## src/opl3_consts.svh

```systemverilog
`ifndef OPL3_CONSTS_SVH
`define OPL3_CONSTS_SVH

// Phase accumulator and the phase bits handed to the waveform stage.
`define PHASE_ACC_WIDTH 20
`define PHASE_OUT_WIDTH 8

// Signed output sample.
`define SAMPLE_WIDTH 16

// Quarter-wave table entries.
`define SINE_DEPTH 64

// Clock cycles per step pulse.
`define SAMPLE_DIV 64

// Clock cycles per half period of the I2S bit clock.
`define SCLK_DIV 2

// Transmitter buffer depth, equal to the initial credit count.
`define SAMPLE_CREDITS 2

`endif

```

## src/sine_quarter.hex

```
// One 16-bit hex magnitude per line, quarter sine at (i + 0.5) * pi / 128, i = 0..63.
0192
04B6
07D9
0AFB
0E1C
113A
1455
176E
1A82
1D93
209F
23A6
26A8
29A3
2C99
2F87
326E
354D
3824
3AF2
3DB8
4073
4325
45CD
4869
4AFB
4D81
4FFB
5268
54C9
571D
5964
5B9C
5DC7
5FE3
61F0
63EE
65DD
67BC
698B
6B4A
6CF8
6E96
7022
719D
7307
745F
75A5
76D8
77FA
7909
7A05
7AEE
7BC5
7C88
7D39
7DD5
7E5F
7ED5
7F37
7F86
7FC1
7FE9
7FFD

```

## src/opl3_pkg.sv

```systemverilog
`include "opl3_consts.svh"

package opl3_pkg;

    // Operator register 0x20.
    typedef struct packed {
        logic       am;
        logic       vib;
        logic       egt;
        logic       ksr;
        logic [3:0] mult;
    } reg_op_t;

    // Register 0xB0, laid out as on the OPL3.
    typedef struct packed {
        logic [1:0] rsvd;
        logic       key_on;
        logic [2:0] block;
        logic [1:0] fnum_hi;
    } reg_b0_t;

    // One data byte, read according to the address it goes to.
    typedef union packed {
        logic [7:0] fnum_lo;
        reg_b0_t    b0;
        reg_op_t    op;
    } reg_data_u;

    typedef struct packed {
        logic [7:0] addr;
        reg_data_u  data;
    } reg_wr_t;

    typedef struct packed {
        logic                            valid;
        logic signed [`SAMPLE_WIDTH-1:0] sample;
    } sample_xfer_t;

endpackage

```

## src/sample_clk_div.sv

```systemverilog
`include "opl3_consts.svh"

module sample_clk_div (
    input  logic clk,
    input  logic rst,
    output logic step
);

    localparam int CNT_W = $clog2(`SAMPLE_DIV);

    logic [CNT_W-1:0] cnt;

    always_ff @(posedge clk) begin
        if (rst) begin
            cnt  <= '0;
            step <= 1'b0;
        end else begin
            if (cnt == CNT_W'(`SAMPLE_DIV - 1)) begin
                cnt <= '0; // Wrap at the end of the sample period.
            end else begin
                cnt <= cnt + 1'b1;
            end
            step <= (cnt == CNT_W'(`SAMPLE_DIV - 1));
        end
    end

    // Downstream logic counts one advance per pulse.
    a_step_single : assert property (
        @(posedge clk) disable iff (rst)
        step |=> !step
    );

endmodule

```

## src/phase_gen.sv

```systemverilog
`include "opl3_consts.svh"

module phase_gen import opl3_pkg::*; (
    input  logic                        clk,
    input  logic                        rst,
    input  logic                        step,
    input  logic                        phase_ready,
    input  logic                        reg_wr_en,
    input  reg_wr_t                     reg_wr,
    output logic                        phase_valid,
    output logic [`PHASE_OUT_WIDTH-1:0] phase,
    output logic                        key_on
);

    localparam int ACC_W = `PHASE_ACC_WIDTH;
    localparam logic [7:0] ADDR_OP = 8'h20;
    localparam logic [7:0] ADDR_FNUM_LO = 8'hA0;
    localparam logic [7:0] ADDR_B0 = 8'hB0;

    logic [9:0]       fnum;
    logic [2:0]       block;
    logic [3:0]       mult;
    logic             key_on_r;
    logic [4:0]       mult_x2;
    logic [16:0]      fnum_shift;
    logic [20:0]      prod;
    logic [ACC_W-1:0] inc;
    logic [ACC_W-1:0] acc;
    logic             accept;

    // Voice registers.
    always_ff @(posedge clk) begin
        if (rst) begin
            fnum     <= '0;
            block    <= '0;
            mult     <= '0;
            key_on_r <= 1'b0;
        end else if (reg_wr_en) begin
            case (reg_wr.addr)
                ADDR_OP:      mult <= reg_wr.data.op.mult;
                ADDR_FNUM_LO: fnum[7:0] <= reg_wr.data.fnum_lo;
                ADDR_B0: begin
                    key_on_r  <= reg_wr.data.b0.key_on;
                    block     <= reg_wr.data.b0.block;
                    fnum[9:8] <= reg_wr.data.b0.fnum_hi;
                end
                default: ; // Other addresses are ignored.
            endcase
        end
    end

    // Multiplier in half steps.
    always_comb begin
        case (mult)
            4'd0:         mult_x2 = 5'd1;
            4'd11:        mult_x2 = 5'd20;
            4'd12, 4'd13: mult_x2 = 5'd24;
            4'd14, 4'd15: mult_x2 = 5'd30;
            default:      mult_x2 = {mult, 1'b0};
        endcase
    end

    always_comb begin
        fnum_shift = 17'(fnum) << block;
        prod       = 21'(fnum_shift) * 21'(mult_x2);
        inc        = ACC_W'(prod >> 1); // Undo the half-step scaling.
    end

    // A step that finds the lookup stage busy is dropped.
    assign accept = step && phase_ready;

    always_ff @(posedge clk) begin
        if (rst) begin
            acc         <= '0;
            phase_valid <= 1'b0;
        end else begin
            phase_valid <= accept;
            if (accept) begin
                acc <= key_on_r ? acc + inc : '0; // Key off restarts from 0.
            end
        end
    end

    // Phase leaves before the add, so a fresh key-on starts at phase 0.
    always_ff @(posedge clk) begin
        if (accept) begin
            phase  <= acc[ACC_W-1 -: `PHASE_OUT_WIDTH];
            key_on <= key_on_r;
        end
    end

    // The lookup stage cannot stall, so it must still be free when a phase lands.
    a_valid_after_accept : assert property (
        @(posedge clk) disable iff (rst)
        phase_valid |-> phase_ready
    );

endmodule

```

## src/wave_gen.sv

```systemverilog
`include "opl3_consts.svh"

module wave_gen import opl3_pkg::*; (
    input  logic                        clk,
    input  logic                        rst,
    input  logic                        phase_valid,
    input  logic [`PHASE_OUT_WIDTH-1:0] phase,
    input  logic                        key_on,
    output logic                        phase_ready,
    input  logic                        credit_return,
    output sample_xfer_t                xfer
);

    localparam int IDX_W = $clog2(`SINE_DEPTH);
    localparam int CRED_W = $clog2(`SAMPLE_CREDITS + 1);

    logic [`SAMPLE_WIDTH-1:0] sine_rom [0:`SINE_DEPTH-1];

    logic [IDX_W-1:0]                idx;
    logic                            s1_valid;
    logic [`SAMPLE_WIDTH-1:0]        s1_mag;
    logic                            s1_sign;
    logic                            s1_key;
    logic                            s1_adv;
    logic                            out_full;
    logic signed [`SAMPLE_WIDTH-1:0] out_sample;
    logic [CRED_W-1:0]               credits;
    logic                            send;

    initial begin
        $readmemh("/design/src/sine_quarter.hex", sine_rom);
    end

    // Second quarter runs the table backwards.
    assign idx = phase[6] ? ~phase[IDX_W-1:0] : phase[IDX_W-1:0];

    assign send        = out_full && (credits != '0);
    assign s1_adv      = s1_valid && (!out_full || send);
    assign phase_ready = !s1_valid;

    // Lookup stage.
    always_ff @(posedge clk) begin
        if (rst) begin
            s1_valid <= 1'b0;
        end else if (phase_valid) begin
            s1_valid <= 1'b1;
        end else if (s1_adv) begin
            s1_valid <= 1'b0;
        end
    end

    always_ff @(posedge clk) begin
        if (phase_valid) begin
            s1_mag  <= sine_rom[idx];
            s1_sign <= phase[`PHASE_OUT_WIDTH-1];
            s1_key  <= key_on;
        end
    end

    // Output register, drained against credits.
    always_ff @(posedge clk) begin
        if (rst) begin
            out_full <= 1'b0;
        end else if (s1_adv) begin
            out_full <= 1'b1;
        end else if (send) begin
            out_full <= 1'b0;
        end
    end

    always_ff @(posedge clk) begin
        if (s1_adv) begin
            if (!s1_key) begin
                out_sample <= '0; // Silent while the key is off.
            end else if (s1_sign) begin
                out_sample <= -$signed(s1_mag);
            end else begin
                out_sample <= $signed(s1_mag);
            end
        end
    end

    always_ff @(posedge clk) begin
        if (rst) begin
            credits <= CRED_W'(`SAMPLE_CREDITS);
        end else begin
            case ({send, credit_return})
                2'b10:   credits <= credits - 1'b1;
                2'b01:   credits <= credits + 1'b1;
                default: credits <= credits; // Both or neither.
            endcase
        end
    end

    always_comb begin
        xfer.valid  = send;
        xfer.sample = out_sample;
    end

    // Returned credits can never outnumber the buffer slots.
    a_credit_bound : assert property (
        @(posedge clk) disable iff (rst)
        credits <= CRED_W'(`SAMPLE_CREDITS)
    );

endmodule

```

## src/i2s_tx.sv

```systemverilog
`include "opl3_consts.svh"

module i2s_tx import opl3_pkg::*; (
    input  logic         clk,
    input  logic         rst,
    input  sample_xfer_t xfer,
    output logic         credit_return,
    output logic         i2s_sclk,
    output logic         i2s_ws,
    output logic         i2s_sd
);

    localparam int DEPTH = `SAMPLE_CREDITS;
    localparam int PTR_W = (DEPTH > 1) ? $clog2(DEPTH) : 1;
    localparam int CNT_W = $clog2(DEPTH + 1);
    localparam int DIV_W = $clog2(`SCLK_DIV + 1);
    localparam int FRAME_W = 2 * `SAMPLE_WIDTH;

    logic signed [`SAMPLE_WIDTH-1:0] fifo_mem [0:DEPTH-1];

    logic [PTR_W-1:0]         wr_ptr;
    logic [PTR_W-1:0]         rd_ptr;
    logic [CNT_W-1:0]         fifo_count;
    logic                     push;
    logic                     pop;
    logic [DIV_W-1:0]         div_cnt;
    logic                     tick;
    logic                     fall;
    logic [4:0]               bit_cnt;
    logic [4:0]               next_bit;
    logic                     frame_start;
    logic [`SAMPLE_WIDTH-1:0] frame_sample;
    logic [FRAME_W-1:0]       shreg;

    assign tick        = (div_cnt == DIV_W'(`SCLK_DIV - 1));
    assign fall        = tick && i2s_sclk;
    assign next_bit    = bit_cnt + 1'b1;
    assign frame_start = fall && (bit_cnt == 5'd31);

    assign push = xfer.valid;
    assign pop  = frame_start && (fifo_count != '0);

    // Underrun sends silence.
    assign frame_sample = (fifo_count != '0) ? fifo_mem[rd_ptr] : '0;

    always_ff @(posedge clk) begin
        if (push) begin
            fifo_mem[wr_ptr] <= xfer.sample;
        end
    end

    always_ff @(posedge clk) begin
        if (rst) begin
            wr_ptr        <= '0;
            rd_ptr        <= '0;
            fifo_count    <= '0;
            credit_return <= 1'b0;
        end else begin
            if (push) begin
                wr_ptr <= (wr_ptr == PTR_W'(DEPTH - 1)) ? '0 : wr_ptr + 1'b1;
            end
            if (pop) begin
                rd_ptr <= (rd_ptr == PTR_W'(DEPTH - 1)) ? '0 : rd_ptr + 1'b1;
            end
            case ({push, pop})
                2'b10:   fifo_count <= fifo_count + 1'b1;
                2'b01:   fifo_count <= fifo_count - 1'b1;
                default: fifo_count <= fifo_count;
            endcase
            credit_return <= pop; // Slot freed, hand a credit back.
        end
    end

    // Bit clock.
    always_ff @(posedge clk) begin
        if (rst) begin
            div_cnt  <= '0;
            i2s_sclk <= 1'b0;
        end else if (tick) begin
            div_cnt  <= '0;
            i2s_sclk <= ~i2s_sclk;
        end else begin
            div_cnt <= div_cnt + 1'b1;
        end
    end

    // Serializer, everything moves on the falling edge.
    always_ff @(posedge clk) begin
        if (rst) begin
            bit_cnt <= 5'd31; // First falling edge opens a frame.
            i2s_ws  <= 1'b0;
            i2s_sd  <= 1'b0;
            shreg   <= '0;
        end else if (fall) begin
            bit_cnt <= next_bit;
            i2s_ws  <= next_bit[4]; // Right word in the upper half.
            i2s_sd  <= shreg[FRAME_W-1]; // One bit behind ws.
            if (frame_start) begin
                shreg <= {frame_sample, frame_sample};
            end else begin
                shreg <= shreg << 1;
            end
        end
    end

    // Sender must hold off without a free slot.
    a_no_overflow : assert property (
        @(posedge clk) disable iff (rst)
        xfer.valid |-> (fifo_count < CNT_W'(DEPTH))
    );

endmodule

```

## src/opl3_voice.sv

```systemverilog
`include "opl3_consts.svh"

module opl3_voice import opl3_pkg::*; (
    input  logic    clk,
    input  logic    rst,
    input  logic    reg_wr_en,
    input  reg_wr_t reg_wr,
    output logic    i2s_sclk,
    output logic    i2s_ws,
    output logic    i2s_sd
);

    logic                        step;
    logic                        phase_ready;
    logic                        phase_valid;
    logic [`PHASE_OUT_WIDTH-1:0] phase;
    logic                        key_on;
    sample_xfer_t                xfer;
    logic                        credit_return;

    sample_clk_div sample_clk_div_i (
        .clk  (clk),
        .rst  (rst),
        .step (step)
    );

    phase_gen phase_gen_i (
        .clk         (clk),
        .rst         (rst),
        .step        (step),
        .phase_ready (phase_ready),
        .reg_wr_en   (reg_wr_en),
        .reg_wr      (reg_wr),
        .phase_valid (phase_valid),
        .phase       (phase),
        .key_on      (key_on)
    );

    wave_gen wave_gen_i (
        .clk           (clk),
        .rst           (rst),
        .phase_valid   (phase_valid),
        .phase         (phase),
        .key_on        (key_on),
        .phase_ready   (phase_ready),
        .credit_return (credit_return),
        .xfer          (xfer)
    );

    // Same sample on both channels.
    i2s_tx i2s_tx_i (
        .clk           (clk),
        .rst           (rst),
        .xfer          (xfer),
        .credit_return (credit_return),
        .i2s_sclk      (i2s_sclk),
        .i2s_ws        (i2s_ws),
        .i2s_sd        (i2s_sd)
    );

endmodule

```

## config.mk

```make
export PLATFORM = sky130hd
export DESIGN_NAME = opl3_voice
export DESIGN_NICKNAME = d
export VERILOG_FILES = /design/src/opl3_pkg.sv /design/src/sample_clk_div.sv /design/src/phase_gen.sv /design/src/wave_gen.sv /design/src/i2s_tx.sv /design/src/opl3_voice.sv
export VERILOG_INCLUDE_DIRS = /design/src
export SDC_FILE = /design/constraint.sdc
export NUM_CORES = 1
export LEC_CHECK = 0
export BUFFER_PORTS_ARGS = -buffer_cell sky130_fd_sc_hd__buf_2
export CAP_MARGIN = 40
export CORE_AREA = 2 2 39 41
export CTS_CLUSTER_SIZE = 28
export DETAILED_ROUTE_END_ITERATION = 10
export DIE_AREA = 0 0 41 43
export MAX_ROUTING_LAYER = met4
export PLACE_DENSITY = 0.51
export SLEW_MARGIN = 10
export SYNTH_ARGS = -nofsm -noshare
export SYNTH_HDL_FRONTEND = slang
export SYNTH_SLANG_ARGS = --single-unit
```

## constraint.sdc

```tcl
create_clock -name clk -period 1.8 [get_ports clk]
set_clock_uncertainty 0.2 [all_clocks]
set_input_delay 0.27 -clock clk [delete_from_list [all_inputs] [get_ports clk]]
set_output_delay 0.27 -clock clk [all_outputs]
set_load 0.02 [all_outputs]
```

Yosys cells after proc, flatten, opt, wreduce, memory -nomap -nowiden
Memory sizes are Yosys's and may differ from the RTL's. A register that Yosys moved wholly into a read port is not among the register bits.
Cells that the tools add are included.
W data, S select, Z words.

word-level totals
  register bits = 140
  RAM bits = 32
  input port bits = 19
  word-level logic and storage cells = 98
  memories = 1

cells by class
  add/subtract/negate cells = 11
  multiply operators = 1
  eq/ne operators = 15
  shift operators = 1
  muxes and demuxes = 17
  bitwise operators = 1
  reduce and logical (&&, ||, !) cells = 23

memory list
  memory             depth  width  rd ports  clocked after memory_dff  write ports  RTL line      source
  i2s_tx_i.fifo_mem  2      16     1         1                         1            i2s_tx.sv:19  logic signed [`SAMPLE_WIDTH-1:0] fifo_mem [0:DEPTH-1];

operators by type and width
  operator               count
  $mux W16               2
  $mux W32               1
  $mul A17 B5 Y21        1
  $add A20 B20 Y20       1
  $eq A4 B4 Y1 const B   5
  $mux W20               1
  $pmux W5 S4            1
  $shl A10 B3 Y17        1
  $eq A8 B8 Y1 const B   2
  $neg A16 Y16           1
  $reduce_bool A2 Y1     6
  $mux W1                10
  $eq A8 B6 Y1 const B   1
  $pmux W2 S2            2
  $reduce_or A2 Y1       4
  $add A2 B1 Y2 const B  3
  $add A6 B1 Y6 const B  1
  $eq A2 B1 Y1 const B   3
  $eq A6 B6 Y1 const B   1
  $logic_and A1 B1 Y1    6
  $reduce_and A2 Y1      3
  $add A5 B1 Y5 const B  1
  $eq A5 B5 Y1 const B   1
  $eq A2 B2 Y1 const B   2
  6 further kinds        9

Depth between registers and ports, before layout
  depth after elaboration = 6
  mapped depth = 6
  mapped depth without buffers = 5

Modules after synthesis
A second synthesis with hierarchy kept.

second synthesis, totals
  cells, all modules = 1029
  area, all modules = 9475.3 um2

modules (own cells, without submodules)
  module          times used  cells an instance  area each (um2)
  phase_gen       1           686                5683.0
  i2s_tx          1           278                3230.6
  wave_gen        1           37                 299.0
  sample_clk_div  1           28                 262.8

Worst setup path after synthesis
Ideal clock, no wire load.

  path type = flip-flop to flip-flop
  start point = register i2s_tx_i.bit_cnt[0]
  end point = register i2s_tx_i.i2s_ws
  arrival = 1.108 ns
  path slack = 0.400 ns
  cell stages (with the launch flop) = 5
  clock period less this slack = 1.400 ns
  cell sequence = dfxtp_1 ha_1 and3_1 and4_1 nor4_1

on the way
  word-level cells in the longest chain between the ends = 1

ends and longest elaborated chain
  item                      RTL line      source
  start: declaration        i2s_tx.sv:29  logic [4:0] bit_cnt;
  start signal: assignment  i2s_tx.sv:95  bit_cnt <= next_bit;
  $add A5 B1 Y5             i2s_tx.sv:37  assign next_bit = bit_cnt + 1'b1;
  end signal: assignment    i2s_tx.sv:96  i2s_ws <= next_bit[4];
  end: declaration          i2s_tx.sv:9   output logic i2s_ws,

No other way between the ends.
A chain may end at the register's enable or synchronous reset.

Worst setup path after layout
Same ends and word-level chain as after synthesis.

==> flow_summary.toml <==
[run_status]
status = "completed"

[floorplan]
std_cell_rows = 14
die-area_sq_um = 1760
core_area_sq_um = 1380
die_w_microns = 41
start_util_pct = 26.4
die_y_microns = 43
ios = 22

[clock_tree]
root_buffer = "clkbuf_4"
cts_resized = 0
clock_sinks = 9
htree_levels = 1
cts.clk_slew.worst_paths_ns = 0.06
postCtsSetupBuffers = 0
cts_hold_buf = 0
cts_buffer_depth = 2
clk_latency_ns = 0.26
tritoncts = "built"
cts_buffers = 3

[pwr]
ir_drop_uv = 329
power.leakage_nw = 0.173
powerDensity_nw_per_um2 = 1150

[worst_setup_path]
required_ns = 1.75
endpoint_kind = "register"
worstSetupPathType = "register to register"
crit_path_start_kind = "register"
arrival_ns = 1.50
cp_max_fo = 3

[placed_design]
dpl_worst_slack_ns = 0.287
dp_cells = 58
io_buffers = 3
dp_hpwl_microns = 449
gp_congestion = 0.610

[route]
dr_wl_met3_microns = 9
dr.pass1.iters = 3
vias = 278
dr_wl_met2_microns = 271
remaining_drc_errors = 0
vias_per_cell = 4.48
drt-total-wl_microns = 600
ant_nets = 0
met1_length_microns = 304
maxUsedRoutingLayer = "met4"
routedWlPerCell_microns = 9.68
drt-initial-drc-count = 14

[cells_and_area]
layout.nets = 68
register_area_sq_um = 180
layout_commonest_cell = "dfxtp_1"
most-common-layout-cells = "9 x dfxtp_1, 5 x nand3_1"
instances_no_fill = 62
multiInputGateArea_sq_um = 165
fill_cells = 154
fin_util_pct = 30.5
antenna_cells = 0
area_growth_pct = 15.4
layout-drive-gt1-share_pct = 17.4

[timing]
fmax_mhz = 649
holdWs_ns = 0.0268
min_period_ns = 1.54
finalSetupViolations = 0
hold_violations = 0
setup_tns_ns = 0
timing.final.crit_share_pct = 85.7
slew_viol_final = 0
rsz0062_at_grt = "no"
layout_setup_ws_ns = 0.258

[global_route]
grt_max_degree = 9
antenna_found_initial = 0
grt_use_total_pct = 9.35
grt_pass1_wl_microns = 1070
first_global_vias = 265
grt_overflow_total = 0

[logic_synthesis]
yosys.area.top_type = "dfxtp_1"
yosysSeqAreaShare_pct = 49.3
synth_area_sq_um = 365
syn_nets = 61
ys_types = 20
synth_cells = 40
synth_warnings = 0
yosys-top-cells-area = "dfxtp_1 49%, ha_1 6.8%, nand3_1 6.8%"
yosys.area.top_type_share_pct = 49.3
ys_ff_latch = 9
avgSynthCellArea_sq_um = 9.13

[flow_run]
maxCapViolCount = 0

[min_path]
hp-class = "input port to register"
## through the flow
stage | power, mW | instance area [sq um]
after global routing | 0.520 | 422
after detailed placement | 0.334 | 395
after global placement | 0.332 | 395
after floorplan | 0.309 | 365
final | 0.484 | 422
after CTS | 0.492 | 422
## layout make-up
cell class,instances,share of cell area (%)
Multi-Input combinational cell,27,39.2
Inverter,2,1.78
Sequential cell,9,42.7
Timing Repair Buffer,4,5.34
Clock buffer,4,6.23
Tap cell,16,4.75
## final timing paths
path / cells past startpoint / slack, ns / to / start
worst max register to register: 4 / 0.26 / i2s_tx_i.i2s_ws / i2s_tx_i.bit_cnt[0]
worst min register to register: 1 / 0.23 / i2s_tx_i.div_cnt[0] / i2s_tx_i.div_cnt[0]
worst max-delay path: 4 / 0.26 / i2s_tx_i.i2s_ws / i2s_tx_i.bit_cnt[0]
worst min-delay path: 2 / 0.03 / i2s_tx_i.i2s_sclk / rst
## power breakdown
group          internal, mW  switching, mW
registers             0.221         0.0199
clock network        0.0853         0.0696
logic                0.0387         0.0490
## sequential cells by signal, summed over array words and instances (netlist names)
signal             flops
i2s_tx_i.bit_cnt       5
i2s_tx_i.div_cnt       2
i2s_tx_i.i2s_sclk      1
i2s_tx_i.i2s_ws        1
## cell families after synthesis
family,Yosys count,synth area share (%)
flops,9,49.3
other cells,1,1.03
compound gates,4,5.82
xor+xnor,3,7.19
fa+ha+maj,2,6.85
buf+inv,4,5.48
simple gates,17,24.3
## per-layer routing
layer / track usage [%] / up-vias
met5: - / -
met3: 1.57 / 2
met4: 10.0 / 0
li1: - / 147
met1: 11.2 / 126
met2: 11.9 / 3
## cells in the mapped netlist
master and instances:
a21oi_1 1, a31oi_1 1, and3_1 1, and4_1 1, buf_2 1, buf_4 1
conb_1 1, dfxtp_1 9, ha_1 2, inv_1 2, nand2_1 3, nand2_2 1
nand3_1 5, nor2_1 1, nor3_1 3, nor4_1 1, o21ai_0 2, or3_1 1
xnor2_1 1, xor2_1 2
## worst max-delay path, stage by stage, from the launching register on
cell and delay (ns):
dfxtp_1 0.33, ha_1 0.22, and3_1 0.21, and4_1 0.21, nor4_1 0.27
(Power assumes the default switching activity.)
